### config.mk
export PLATFORM = sky130hd
export DESIGN_NAME = fpu_exe_top
export DESIGN_NICKNAME = d
export VERILOG_FILES = /design/src/fpu_pkg.sv /design/src/fpu_req_if.sv /design/src/fpu_exe_top.sv /design/src/fpu_mul_iter.sv /design/src/fpu_noncomp_unit.sv /design/src/fpu_ctrl_fsm.sv /design/src/fpu_step_counter.sv /design/src/fpu_decoder.sv
export SDC_FILE = /design/constraint.sdc
export NUM_CORES = 1
export LEC_CHECK = 0
export ABC_AREA = 1
export BUFFER_PORTS_ARGS = -buffer_cell sky130_fd_sc_hd__clkbuf_2
export CAP_MARGIN = 10
export CORE_MARGIN = 5
export CORE_UTILIZATION = 30
export CTS_CLUSTER_SIZE = 10
export DETAILED_ROUTE_END_ITERATION = 10
export GPL_TIMING_DRIVEN = 0
export PLACE_DENSITY = 0.5
export SYNTH_ARGS = -nofsm -noshare
export SYNTH_HDL_FRONTEND = slang
export SYNTH_HIERARCHICAL = 1
export SYNTH_SLANG_ARGS = --single-unit
### constraint.sdc
create_clock -name clk_i -period 4 [get_ports clk_i]
set_input_delay 0.6 -clock clk_i [delete_from_list [all_inputs] [get_ports clk_i]]
set_output_delay 0.6 -clock clk_i [all_outputs]
set_load 0.01 [all_outputs]
### src/fpu_pkg.sv
/*
 * Shared types and constants for the scalar FP32 execute stage.
 * Single precision only. There is no format field and no FP64 support.
 * Enum encodings are internal and do not follow the RISC-V opcode map.
 */
`default_nettype none

package fpu_pkg;

   // ------------------------------
   // Widths and constants
   // ------------------------------
   localparam int XLEN      = 32;          // Operand and result width
   localparam int FLEN      = 32;
   localparam int EXP_W     = 8;
   localparam int MAN_W     = 23;
   localparam int EXP_BIAS  = 127;
   localparam int CLASS_W   = 10;          // FCLASS mask width

   localparam int MUL_STEPS = MAN_W + 1;   // One step per multiplier bit
   localparam int MUL_CNT_W = $clog2(MUL_STEPS);

   localparam logic [FLEN-1:0] CANON_NAN = 32'h7fc0_0000;

   // ------------------------------
   // Instruction and operation types
   // ------------------------------
   typedef enum logic [3:0] {
      INSTR_NONE,
      FSGNJ,
      FSGNJN,
      FSGNJX,
      FMIN,
      FMAX,
      FEQ,
      FLT,
      FLE,
      FCLASS,
      FMV_X2F,
      FMV_F2X,
      FMUL
   } instr_type_e;

   typedef enum logic [1:0] {
      OPC_NONCOMP,
      OPC_MUL,
      OPC_MOVE
   } op_class_e;

   typedef enum logic [3:0] {
      NC_SGNJ,
      NC_SGNJN,
      NC_SGNJX,
      NC_MIN,
      NC_MAX,
      NC_EQ,
      NC_LT,
      NC_LE,
      NC_CLASS,
      NC_MV_X2F,
      NC_MV_F2X
   } noncomp_op_e;

   typedef enum logic [1:0] {
      ST_IDLE,
      ST_RUN,
      ST_HOLD
   } ctrl_state_e;

endpackage

`default_nettype wire
### src/fpu_req_if.sv
/*
 * Decoded request bundle between decoder, control FSM and datapaths.
 * Operands are raw bit patterns. start is a single-cycle accept pulse.
 */
`timescale 1ns/1ns
`default_nettype none

interface fpu_req_if import fpu_pkg::*; ();

   op_class_e       op_class;
   noncomp_op_e     noncomp_op;
   logic            int_dest;     // Result goes to the integer file
   logic [XLEN-1:0] opa;
   logic [XLEN-1:0] opb;
   logic            start;
   logic            kill;

   modport dec  (output op_class, output noncomp_op, output int_dest);

   modport ctrl (input op_class, output start, output kill);

   // Datapaths only observe the request
   modport dp   (input op_class, input noncomp_op, input opa, input opb,
                 input start, input kill);

endinterface

`default_nettype wire

### src/fpu_exe_top.sv
/*
 * FP32 execute stage with valid/ready on both sides, one instruction in flight.
 * The issue side holds its inputs until in_ready_o. kill_i drops the
 * instruction in flight on the next edge.
 */
`timescale 1ns/1ns
`default_nettype none

module fpu_exe_top import fpu_pkg::*; (
   input  logic            clk_i,
   input  logic            rstn_i,
   input  logic            kill_i,
   // Issue side
   input  logic            in_valid_i,
   output logic            in_ready_o,
   input  instr_type_e     instr_type_i,
   input  logic [XLEN-1:0] rs1_i,
   input  logic [XLEN-1:0] rs2_i,
   input  logic [4:0]      rd_i,
   // Writeback side
   output logic            out_valid_o,
   input  logic            out_ready_i,
   output logic [XLEN-1:0] result_o,
   output logic [4:0]      rd_o,
   output logic            int_dest_o
);

   fpu_req_if req_if ();

   logic            count_en, step_last, mul_done, sel_mul;
   logic [XLEN-1:0] nc_result, mul_result;

   assign req_if.opa = rs1_i;
   assign req_if.opb = rs2_i;

   fpu_decoder u_dec (
      .instr_type_i (instr_type_i),
      .req          (req_if.dec)
   );

   fpu_ctrl_fsm u_ctrl (
      .clk_i        (clk_i),
      .rstn_i       (rstn_i),
      .in_valid_i   (in_valid_i),
      .in_ready_o   (in_ready_o),
      .out_valid_o  (out_valid_o),
      .out_ready_i  (out_ready_i),
      .kill_i       (kill_i),
      .req          (req_if.ctrl),
      .step_last_i  (step_last),
      .mul_done_i   (mul_done),
      .count_en_o   (count_en),
      .sel_mul_o    (sel_mul)
   );

   fpu_step_counter u_cnt (
      .clk_i        (clk_i),
      .rstn_i       (rstn_i),
      .clear_i      (req_if.start | req_if.kill),
      .count_en_i   (count_en),
      .last_o       (step_last)
   );

   fpu_noncomp_unit u_noncomp (
      .clk_i        (clk_i),
      .rstn_i       (rstn_i),
      .req          (req_if.dp),
      .result_o     (nc_result)
   );

   fpu_mul_iter u_mul (
      .clk_i        (clk_i),
      .rstn_i       (rstn_i),
      .req          (req_if.dp),
      .step_en_i    (count_en),
      .step_last_i  (step_last),
      .mul_done_o   (mul_done),
      .result_o     (mul_result)
   );

   // Destination travels with the instruction
   always_ff @(posedge clk_i) begin
      if (req_if.start) begin
         rd_o       <= rd_i;
         int_dest_o <= req_if.int_dest;
      end
   end

   assign result_o = sel_mul ? mul_result : nc_result;

endmodule

`default_nettype wire

### src/fpu_mul_iter.sv
/*
 * Sequential FP32 multiplier, one multiplier bit per step, LSB first.
 * Truncates the product. Subnormal inputs count as zero, underflow flushes
 * to zero and overflow saturates to infinity. NaN and infinity inputs give
 * an undefined result.
 */
`timescale 1ns/1ns
`default_nettype none

module fpu_mul_iter import fpu_pkg::*; (
   input  logic            clk_i,
   input  logic            rstn_i,
   fpu_req_if.dp           req,
   input  logic            step_en_i,
   input  logic            step_last_i,
   output logic            mul_done_o,
   output logic [XLEN-1:0] result_o
);

   logic [MAN_W:0]     mant_a_q;
   logic [2*MAN_W+1:0] prod_q;      // Upper half accumulates, lower half shifts out b
   logic [EXP_W+1:0]   exp_q;       // Two's complement, two guard bits
   logic               sign_q, zero_q, busy_q;

   logic               load, step, norm;
   logic [MAN_W+1:0]   part_sum;
   logic [2*MAN_W+1:0] prod_d;
   logic [EXP_W+1:0]   exp_n;
   logic [MAN_W-1:0]   man_n;
   logic [XLEN-1:0]    res_n;

   assign load       = req.start & (req.op_class == OPC_MUL);
   assign step       = step_en_i & busy_q;
   assign mul_done_o = step & step_last_i;   // Product lands on this edge

   // ------------------------------
   // Add and shift one bit
   // ------------------------------
   assign part_sum = {1'b0, prod_q[2*MAN_W+1:MAN_W+1]} + (prod_q[0] ? {1'b0, mant_a_q} : '0);
   assign prod_d   = {part_sum, prod_q[MAN_W:1]};

   // Normalise by at most one bit, then truncate
   assign norm  = prod_d[2*MAN_W+1];
   assign man_n = norm ? prod_d[2*MAN_W:MAN_W+1] : prod_d[2*MAN_W-1:MAN_W];
   assign exp_n = exp_q + {{(EXP_W+1){1'b0}}, norm};

   always_comb begin
      if (zero_q || exp_n[EXP_W+1] || exp_n == '0) begin
         res_n = {sign_q, {(FLEN-1){1'b0}}};                    // Flush to zero
      end else if (exp_n[EXP_W] || (&exp_n[EXP_W-1:0])) begin
         res_n = {sign_q, {EXP_W{1'b1}}, {MAN_W{1'b0}}};        // Saturate to inf
      end else begin
         res_n = {sign_q, exp_n[EXP_W-1:0], man_n};
      end
   end

   always_ff @(posedge clk_i, negedge rstn_i) begin
      if (!rstn_i) begin
         busy_q <= 1'b0;
      end else if (req.kill || mul_done_o) begin
         busy_q <= 1'b0;
      end else if (load) begin
         busy_q <= 1'b1;
      end
   end

   always_ff @(posedge clk_i) begin
      if (load) begin
         mant_a_q <= {1'b1, req.opa[MAN_W-1:0]};
         prod_q   <= {{(MAN_W+1){1'b0}}, 1'b1, req.opb[MAN_W-1:0]};
         exp_q    <= {2'b00, req.opa[FLEN-2:MAN_W]} + {2'b00, req.opb[FLEN-2:MAN_W]}
                     - (EXP_W+2)'(EXP_BIAS);
         sign_q   <= req.opa[FLEN-1] ^ req.opb[FLEN-1];
         zero_q   <= ~|req.opa[FLEN-2:MAN_W] | ~|req.opb[FLEN-2:MAN_W];
      end else if (step) begin
         prod_q <= prod_d;
      end
      if (mul_done_o) result_o <= res_n;
   end

endmodule

`default_nettype wire

### src/fpu_noncomp_unit.sv
/*
 * Non-computational FP32 operations with a fixed one-cycle latency.
 * Compare, min/max and classify follow the RISC-V rules, subnormals included.
 * Min/max returns the canonical NaN only when both inputs are NaN.
 */
`timescale 1ns/1ns
`default_nettype none

module fpu_noncomp_unit import fpu_pkg::*; (
   input  logic            clk_i,
   input  logic            rstn_i,
   fpu_req_if.dp           req,
   output logic [XLEN-1:0] result_o
);

   logic               a_sign, b_sign;
   logic               a_exp_max, a_exp_zero, a_man_zero;
   logic               a_nan, b_nan, a_zero, b_zero, any_nan;
   logic [FLEN-2:0]    a_mag, b_mag;
   logic               lt_tot, feq, flt, fle;
   logic [CLASS_W-1:0] class_mask;
   logic [XLEN-1:0]    res_d;

   assign a_sign = req.opa[FLEN-1];
   assign b_sign = req.opb[FLEN-1];
   assign a_mag  = req.opa[FLEN-2:0];
   assign b_mag  = req.opb[FLEN-2:0];

   assign a_exp_max  = &req.opa[FLEN-2:MAN_W];
   assign a_exp_zero = ~|req.opa[FLEN-2:MAN_W];
   assign a_man_zero = ~|req.opa[MAN_W-1:0];

   assign a_nan   = a_exp_max & ~a_man_zero;
   assign b_nan   = (&req.opb[FLEN-2:MAN_W]) & (|req.opb[MAN_W-1:0]);
   assign a_zero  = a_exp_zero & a_man_zero;
   assign b_zero  = ~|b_mag;
   assign any_nan = a_nan | b_nan;

   // Ordering ignoring NaN, with -0 below +0 for min/max
   assign lt_tot = (a_sign != b_sign) ? a_sign
                 : (a_sign ? (a_mag > b_mag) : (a_mag < b_mag));

   assign feq = ~any_nan & ((req.opa == req.opb) | (a_zero & b_zero));
   assign flt = ~any_nan & lt_tot & ~(a_zero & b_zero);
   assign fle = flt | feq;

   // ------------------------------
   // FCLASS mask of operand a
   // ------------------------------
   always_comb begin
      class_mask = '0;
      if (a_nan)                         class_mask[req.opa[MAN_W-1] ? 9 : 8] = 1'b1;
      else if (a_exp_max)                class_mask[a_sign ? 0 : 7] = 1'b1;   // Infinity
      else if (a_zero)                   class_mask[a_sign ? 3 : 4] = 1'b1;
      else if (a_exp_zero)               class_mask[a_sign ? 2 : 5] = 1'b1;   // Subnormal
      else                               class_mask[a_sign ? 1 : 6] = 1'b1;
   end

   always_comb begin
      case (req.noncomp_op)
         NC_SGNJ:  res_d = {b_sign, a_mag};
         NC_SGNJN: res_d = {~b_sign, a_mag};
         NC_SGNJX: res_d = {a_sign ^ b_sign, a_mag};
         NC_MIN, NC_MAX: begin
            if (a_nan & b_nan)  res_d = CANON_NAN;
            else if (a_nan)     res_d = req.opb;
            else if (b_nan)     res_d = req.opa;
            else if (lt_tot ^ (req.noncomp_op == NC_MAX)) res_d = req.opa;
            else                res_d = req.opb;
         end
         NC_EQ:    res_d = XLEN'(feq);
         NC_LT:    res_d = XLEN'(flt);
         NC_LE:    res_d = XLEN'(fle);
         NC_CLASS: res_d = XLEN'(class_mask);
         default:  res_d = req.opa;   // Register moves copy rs1
      endcase
   end

   always_ff @(posedge clk_i, negedge rstn_i) begin
      if (!rstn_i) begin
         result_o <= '0;
      end else if (req.start && req.op_class != OPC_MUL) begin
         result_o <= res_d;
      end
   end

endmodule

`default_nettype wire

### src/fpu_ctrl_fsm.sv
/*
 * Control FSM for one instruction in flight.
 * in_ready_o is high only in IDLE. Kill wins over every other event.
 * Noncomp results are ready right after accept, FMUL after its last step.
 */
`timescale 1ns/1ns
`default_nettype none

module fpu_ctrl_fsm import fpu_pkg::*; (
   input  logic    clk_i,
   input  logic    rstn_i,
   input  logic    in_valid_i,
   output logic    in_ready_o,
   output logic    out_valid_o,
   input  logic    out_ready_i,
   input  logic    kill_i,
   fpu_req_if.ctrl req,
   input  logic    step_last_i,
   input  logic    mul_done_i,
   output logic    count_en_o,
   output logic    sel_mul_o
);

   ctrl_state_e state_q, state_d;
   logic        accept;

   assign in_ready_o  = (state_q == ST_IDLE);
   assign accept      = in_ready_o & in_valid_i & ~kill_i;
   assign out_valid_o = (state_q == ST_HOLD);
   assign count_en_o  = (state_q == ST_RUN);

   assign req.start = accept;
   assign req.kill  = kill_i;

   always_comb begin
      state_d = state_q;
      case (state_q)
         ST_IDLE: begin
            if (accept) begin
               state_d = (req.op_class == OPC_MUL) ? ST_RUN : ST_HOLD;
            end
         end
         ST_RUN: begin
            if (mul_done_i) begin
               state_d = ST_HOLD;
            end
         end
         ST_HOLD: if (out_ready_i) state_d = ST_IDLE;   // Retire
         default: state_d = ST_IDLE;
      endcase
      if (kill_i) state_d = ST_IDLE;
   end

   always_ff @(posedge clk_i, negedge rstn_i) begin
      if (!rstn_i) begin
         state_q   <= ST_IDLE;
         sel_mul_o <= 1'b0;
      end else begin
         state_q <= state_d;
         if (accept) sel_mul_o <= (req.op_class == OPC_MUL);   // Output source
      end
   end

endmodule

`default_nettype wire

### src/fpu_step_counter.sv
/*
 * Iteration counter for the shift-add multiplier.
 * last_o marks the final step. The count wraps to zero after it.
 */
`timescale 1ns/1ns
`default_nettype none

module fpu_step_counter import fpu_pkg::*; (
   input  logic clk_i,
   input  logic rstn_i,
   input  logic clear_i,       // New instruction or kill
   input  logic count_en_i,
   output logic last_o
);

   logic [MUL_CNT_W-1:0] cnt_q;

   assign last_o = (cnt_q == MUL_CNT_W'(MUL_STEPS - 1));

   always_ff @(posedge clk_i, negedge rstn_i) begin
      if (!rstn_i) begin
         cnt_q <= '0;
      end else if (clear_i) begin
         cnt_q <= '0;
      end else if (count_en_i) begin
         cnt_q <= last_o ? '0 : cnt_q + 1'b1;
      end
   end

endmodule

`default_nettype wire

### src/fpu_decoder.sv
/*
 * Maps the issued FP instruction type to class, sub-operation and target
 * register file. Unknown types fall back to a plain move, which is harmless
 * because the issue side never presents them as valid.
 */
`timescale 1ns/1ns
`default_nettype none

module fpu_decoder import fpu_pkg::*; (
   input  instr_type_e    instr_type_i,
   fpu_req_if.dec         req
);

   always_comb begin
      req.op_class   = OPC_NONCOMP;
      req.noncomp_op = NC_MV_X2F;
      req.int_dest   = 1'b0;

      case (instr_type_i)
         // Sign injection
         FSGNJ:   req.noncomp_op = NC_SGNJ;
         FSGNJN:  req.noncomp_op = NC_SGNJN;
         FSGNJX:  req.noncomp_op = NC_SGNJX;
         FMIN:    req.noncomp_op = NC_MIN;
         FMAX:    req.noncomp_op = NC_MAX;

         // Compares and classify write the integer file
         FEQ: begin
            req.noncomp_op = NC_EQ;
            req.int_dest   = 1'b1;
         end
         FLT: begin
            req.noncomp_op = NC_LT;
            req.int_dest   = 1'b1;
         end
         FLE: begin
            req.noncomp_op = NC_LE;
            req.int_dest   = 1'b1;
         end
         FCLASS: begin
            req.noncomp_op = NC_CLASS;
            req.int_dest   = 1'b1;
         end

         FMV_X2F: req.op_class = OPC_MOVE;
         FMV_F2X: begin
            req.op_class   = OPC_MOVE;
            req.noncomp_op = NC_MV_F2X;
            req.int_dest   = 1'b1;
         end

         FMUL:    req.op_class = OPC_MUL;   // Sub-operation unused

         default: req.op_class = OPC_MOVE;
      endcase
   end

endmodule

`default_nettype wire

Word level (Yosys, flattened, before mapping)
Index checks and enable logic that the tools add are counted.
{"block": "totals", "reg_bits": 162, "output_inout_bits": 40, "elab_cells": 165}
{"block": "classes", "add_sub_neg": 5, "order_cmp": 12, "eq_ne": 29, "n_mux": 46, "bitwise_logic": 24, "n_reduce_logical": 33}
{"op": "32-bit case mux with 8 select lines", "count": 1}
{"op": "32-bit by 1-bit >= comparator with 1-bit output (second input constant)", "count": 5}
{"op": "32-bit by 6-bit < comparator with 1-bit output (second input constant)", "count": 5}
{"op": "32-bit 2-to-1 mux", "count": 5}
{"op": "23-bit 2-to-1 mux", "count": 3}
{"op": "23-bit OR reduction", "count": 2}
{"op": "10-bit 2-to-1 mux", "count": 4}
{"op": "4-bit case mux with 10 select lines", "count": 1}
{"op": "32-bit == test", "count": 1}
{"op": "4-bit by 3-bit == test with 1-bit output (second input constant)", "count": 8}
{"op": "31-bit greater-than comparator", "count": 1}
{"op": "31-bit < comparator", "count": 1}
{"op": "31-bit 2-to-1 mux", "count": 1}
{"op": "31-bit OR reduction", "count": 1}
{"op": "24-bit by 24-bit adder with 25-bit output", "count": 1}
{"op": "24-bit 2-to-1 mux", "count": 1}
{"op": "8-bit AND reduction", "count": 3}
{"op": "1-bit demux with 4-bit select", "count": 5}
{"op": "4-bit == test (second input constant)", "count": 5}
{"op": "4-bit by 2-bit == test with 1-bit output (second input constant)", "count": 4}
{"op": "8-bit OR reduction", "count": 2}
{"op": "5-bit 2-to-1 mux", "count": 3}
{"op": "1-bit bitwise AND", "count": 13}
{"op": "3-bit 2-to-1 mux", "count": 4}
{"op": "30 further kinds", "count": 69}

Longest topological paths before layout
{"block": "logic_depth", "word_depth": 10, "ltp_mapped": 28, "mapped_depth_nobuf": 25}

Modules after synthesis
The synthesis kept the hierarchy.
{"mod": "fpu_mul_iter", "instances": 1, "cells_per_inst": 925, "area_each_um2": 7148.1, "seq_area_each_um2": 3228.1}
{"mod": "fpu_noncomp_unit", "instances": 1, "cells_per_inst": 611, "area_each_um2": 3595.9, "seq_area_each_um2": 800.8}
{"mod": "fpu_exe_top", "instances": 1, "cells_per_inst": 111, "area_each_um2": 678.2, "seq_area_each_um2": 180.2}
{"mod": "fpu_step_counter", "instances": 1, "cells_per_inst": 36, "area_each_um2": 270.3, "seq_area_each_um2": 125.1}
{"mod": "fpu_ctrl_fsm", "instances": 1, "cells_per_inst": 30, "area_each_um2": 224.0, "seq_area_each_um2": 75.1}
{"mod": "fpu_decoder", "instances": 1, "cells_per_inst": 25, "area_each_um2": 111.4, "seq_area_each_um2": 0.0}

Worst setup path after synthesis
Ideal clock, no wire load.
{"block": "synth_path", "path_kind": "reg-to-reg", "from": "register u_mul.prod_q[0]", "to": "register u_mul.result_o[2], data pin", "setup_ns": 0.255, "arrival_time_ns": 3.689, "setup_slack_ns": 0.056, "path_stages_with_launch": 25, "cell_sequence": "edfxtp_1 > clkbuf_1 > nand2_1 > inv_1 > ha_1 > fa_1 > nand3_1 > nand3_1 > nand2_1 > nand2_1 > nand2_2 > nand3_4 > buf_4 > ha_1 > ha_1 > or2_2 > nor2_1 > nand3_1 > nor2_1 > nand3_2 > nand2_4 > inv_2 > nand2_4 > buf_6 > nor2_2"}
{"block": "synth_via", "elab_chain_cells": 6, "elab_cells_between_ends": 10}
{"item": "start, declared", "line": "fpu_mul_iter.sv:21", "rtl": "logic [2*MAN_W+1:0] prod_q;"}
{"item": "start signal, assigned", "line": "fpu_mul_iter.sv:70", "rtl": "prod_q <= {{(MAN_W+1){1'b0}}, 1'b1, req.opb[MAN_W-1:0]};"}
{"item": "start signal, assigned", "line": "fpu_mul_iter.sv:76", "rtl": "prod_q <= prod_d;"}
{"item": "24-bit 2-to-1 mux *", "line": "fpu_mul_iter.sv:39", "rtl": "assign part_sum = {1'b0, prod_q[2*MAN_W+1:MAN_W+1]} + (prod_q[0] ? {1'b0, mant_a_q} : '0);"}
{"item": "24-bit by 24-bit adder with 25-bit output *", "line": "fpu_mul_iter.sv:39"}
{"item": "named net u_mul.part_sum[24]", "line": "fpu_mul_iter.sv:26", "rtl": "logic [MAN_W+1:0] part_sum;"}
{"item": "10-bit by 1-bit adder with 10-bit output", "line": "fpu_mul_iter.sv:45", "rtl": "assign exp_n = exp_q + {{(EXP_W+1){1'b0}}, norm};"}
{"item": "10-bit zero test, or another cell as far along", "line": "fpu_mul_iter.sv:48", "rtl": "if (zero_q || exp_n[EXP_W+1] || exp_n == '0) begin"}
{"item": "1-bit logical OR (on tied branches)", "line": "fpu_mul_iter.sv:48, fpu_mul_iter.sv:50"}
{"item": "2-bit OR reduction (no source line)"}
{"item": "end signal, assigned", "line": "fpu_mul_iter.sv:78", "rtl": "if (mul_done_o) result_o <= res_n;"}
{"item": "end, declared", "line": "fpu_mul_iter.sv:17", "rtl": "output logic [XLEN-1:0] result_o"}
Mark *: on every way through the listed nets, which the timed path passes. The rest lies on a longest branch.
A chain may end at the register's enable or synchronous reset.

Worst setup path after layout
{"block": "layout_path", "from": "register u_mul.prod_q[0]", "to": "register u_mul.result_o[16], data pin"}
{"block": "layout_via", "elab_chain_cells": 6, "elab_cells_between_ends": 10}
{"item": "24-bit 2-to-1 mux *", "line": "fpu_mul_iter.sv:39"}
{"item": "24-bit by 24-bit adder with 25-bit output *", "line": "fpu_mul_iter.sv:39"}
{"item": "10-bit by 1-bit adder with 10-bit output", "line": "fpu_mul_iter.sv:45"}
{"item": "10-bit zero test, or another cell as far along", "line": "fpu_mul_iter.sv:48"}
{"item": "1-bit logical OR (on tied branches)", "line": "fpu_mul_iter.sv:48, fpu_mul_iter.sv:50"}
{"item": "2-bit OR reduction (no source line)"}
Every way passes the cells marked *; elsewhere a longest branch is shown, timed or not.

==> results_dict.tcl <==
set metrics [dict create \
    fin_skew_ns 0.0144 \
    clk_latency_ns 0.43 \
    cts_inserted_buffers 17 \
    synth_top_area_cell "edfxtp_1" \
    multiInputGateArea_um2 6320 \
    tightest_slew_ns 1.07 \
    syn_inst 1738 \
    ys_types 51 \
    cts.reportedPaths.clkPinSlew_ns 0.07 \
    grt_setup_unrepaired "yes" \
    synthTopCellsByArea "edfxtp_1 (24%), nand2_1 (21%), inv_1 (9.2%)" \
    syn_to_final_growth_pct 17.7 \
    synth_edf_count 96 \
    vias 11100 \
    finalNonFillerCells 2422 \
    synth_nets 1891 \
    slew_violations 0 \
    drtIter0Drc 716 \
    relSlewSlack 0.285 \
    ff_latch_area_um2 4410 \
    placed_cells 2382 \
    r2r_start "u_mul/prod_q[0]$_DFFE_PP_" \
    grt_pass1_wl_mm 58.2 \
    outcome "finished clean" \
    synthArstFlopShare 0.253 \
    endpoint_kind "flip-flop" \
    synthFlopType "edfxtp_1" \
    io_pins 118 \
    r2r_slack_ns 0.15 \
    ys_seq_area_frac 0.367 \
    critPathLaunchType "flip-flop" \
    yosys_warnings 6 \
    fin_crit_ns 3.85 \
    first_pass_iters 6 \
    track_usage 0.166 \
    clock_path_buffers 2 \
    cts.sinks 162 \
    htreeDepth 4 \
    crit_arrival_ns 4.03 \
    utilization 0.356 \
    worstRegToRegCells 23 \
    drive_above_1_share 0.146 \
    final_antenna_net_count 0 \
    routed_via_density 4.57 \
    slowest_delay_ns 0.45 \
    stdcell_area_um2 14200 \
    p_comb_frac 0.243 \
    die_y_um 210 \
    wl_mm 37.3 \
    place_hpwl_mm 30.7 \
    drcViolationCount 0 \
    port_buffers 117 \
    power_leakage_uw 0.00749 \
    p_seq_frac 0.412 \
    overflow 0 \
    grt_antenna_before_repair 3 \
    path_cells "buf_6 > nand2_1 > inv_1 > ha_4 > fa_2 > nand3_1 > nand3_2 > nand2_1 > nand2_2 > nand2_2 > nand3_4 > ha_4 > ha_1 > or2_2 > nor2_1 > nand3_1 > nor2_2 > nand3_2 > nand2_4 > inv_2 > nand2_4 > buf_12 > a21oi_2" \
    p_sw_uw 1520 \
    finalNetCount 2034 \
    netSwitchingFraction 0.320 \
    required_ns 4.18 \
    syn-cell-area_um2 12000 \
    synth_top_cell_area_share 0.240 \
    grt_start_max_net_pins 42 \
    fillers 4324 \
    crit_slowest_cell "edfxtp_1" \
    worstSetupPathType "flip-flop to flip-flop" \
    period_share 0.963 \
    peakVddDrop_v 0.000267 \
    synth-seq-cells 162 \
    gp_congestion 0.924 \
    initial_utilization 0.303 \
    cts_root_buffer "clkbuf_16" \
    cellPowerDensity_nw_per_um2 337 \
    max_freq_ghz 0.260 \
    die_w_um 210 \
    drv_cap 0 \
    startpoint "u_mul/prod_q[0]$_DFFE_PP_" \
    hold_viol_final 0 \
    timing.rr.end "u_mul/result_o[16]$_SDFFCE_PP0P_" \
    setup_viol 0 \
    min_path_type "primary input to asynchronous set/reset pin" \
    coreArea_um2 39700 \
    crit_fanout 10 \
    dieArea_um2 44200 \
    place_area_um2 13300 \
    grt_pass1_vias 10900 \
    cts_tree "built" \
    p_int_uw 3250 \
    fp-row-count 73 \
    pwr-share-clk 0.345 \
    wl_per_cell_um 15.4 \
    synth.avg_cell_area_um2 6.92 \
]
## area by class of cell
class                   instances  share of cell area
repair buffers                125              0.0482
diodes                          3            0.000530
inverters                     311              0.0830
well taps                     525              0.0464
clock buffers                  23              0.0353
clock inverters                 9             0.00636
multi-input cells            1221               0.447
flip-flops and latches        162               0.311
plain buffers                  43              0.0221
## synth_stat cells (all sizes together) (3+ instances only)
master  number
nand3      110
nor3        12
nand2      703
dfrtp       41
nand3b       4
nor4        10
buf         19
xnor2        6
o21ai       65
a21oi       63
nor2       100
clkbuf      25
o211ai       3
nand4       28
a22o        10
ha          73
edfxtp      96
dfxtp       25
o221ai       3
xor2        12
inv        309
or2          4
## flip-flops by register name (all words and copies together) (netlist names)
register            cells
int_dest_o              1
rd_o                    5
u_cnt/cnt_q             5
u_ctrl/sel_mul_o        1
u_ctrl/state_q          2
u_mul/busy_q            1
u_mul/exp_q            10
u_mul/mant_a_q         23
u_mul/prod_q           48
u_mul/result_o         32
u_mul/sign_q            1
u_mul/zero_q            1
u_noncomp/result_o     32
## worst max-delay path by stage
stage,end,slack (ns),depth (start not counted)
after global placement,u_mul/result_o[4]$_SDFFCE_PP0P_,-0.86,24
after global routing,u_mul/result_o[5]$_SDFFCE_PP0P_,-0.02,23
after floorplan,u_mul/result_o[2]$_SDFFCE_PP0P_,0.06,24
after detailed placement,u_mul/result_o[2]$_SDFFCE_PP0P_,-0.86,24
final,u_mul/result_o[16]$_SDFFCE_PP0P_,0.15,23
after CTS,u_mul/result_o[18]$_SDFFCE_PP0P_,0.01,25
## layout by cell type, fill, tap and decap left out, drive strengths merged, types with 3 or more instances in the layout
cell | synthesis | routed
a21oi | 63 | 63
a22o | 10 | 10
buf | 19 | 28
clkbuf | 25 | 163
clkinv | 2 | 6
dfrtp | 41 | 41
dfxtp | 25 | 25
diode | 0 | 3
edfxtp | 96 | 96
ha | 73 | 73
inv | 309 | 313
nand2 | 703 | 703
nand3 | 110 | 110
nand3b | 4 | 4
nand4 | 28 | 28
nor2 | 100 | 100
nor3 | 12 | 12
nor4 | 10 | 10
o211ai | 3 | 3
o21ai | 65 | 65
o221ai | 3 | 3
or2 | 4 | 4
xnor2 | 6 | 6
xor2 | 12 | 12
## power groups by stage
| stage | clock [µW] | combinational [µW] | sequential, µW |
|---|---|---|---|
| finish | 1650 | 1160 | 1960 |
| CTS | 1690 | 1160 | 1960 |
| global route | 1760 | 1300 | 1980 |
| global placement | 0 | 1140 | 2000 |
| detailed placement | 0 | 1150 | 2000 |
| floorplan | 0 | 721 | 1970 |
## critical path, delay by kind of cell, from the launching register on
kind,cells,cell delay (ns)
flops,1,0.45
buf+inv,4,0.45
fa+ha+maj,4,1.09
simple gates,14,1.56
compound gates,1,0.05
## cells by family (layout without fill, tap and decap cells)
family          after synthesis  after routing  share of synthesized area
compound gates              153            153                     0.0735
fa+ha+maj                    75             75                     0.0793
xor+xnor                     18             18                     0.0131
simple gates                975            975                      0.345
other cells                   0              3                          0
buf+inv                     355            511                      0.123
flops                       162            162                      0.367
## per-stage QoR
stage          hold slack [ns]  total power (µW)  setup WS (ns)  setup TNS [ns]
2_1_floorplan            0.304              2690         0.0558               0
3_5_place_dp             0.408              3150         -0.864          -23.37
6_report               0.00473              4770          0.149               0
3_3_place_gp             0.405              3140         -0.860          -46.85
5_1_grt                0.00510              5030        -0.0173         -0.0890
4_1_cts                  0.323              4810        0.00954               0
## what timing repair did
action | in CTS | in global routing
hold endpoints to repair | 0 | 0
pin swaps | 1 | 2
setup endpoints to repair | 31 | 27
hold buffers | 0 | 0
setup buffers | 2 | 3
gates resized for setup | 13 | 27
## metal layers
metal | wire (µm) | vias up | track usage
met1 | 17400 | 4991 | 0.220
met2 | 17500 | 277 | 0.278
met4 | 1030 | 0 | 0.0623
li1 | - | 5762 | -
met3 | 1350 | 48 | 0.0192
met5 | 0 | - | 0
Power figures use the tool's default switching activity.
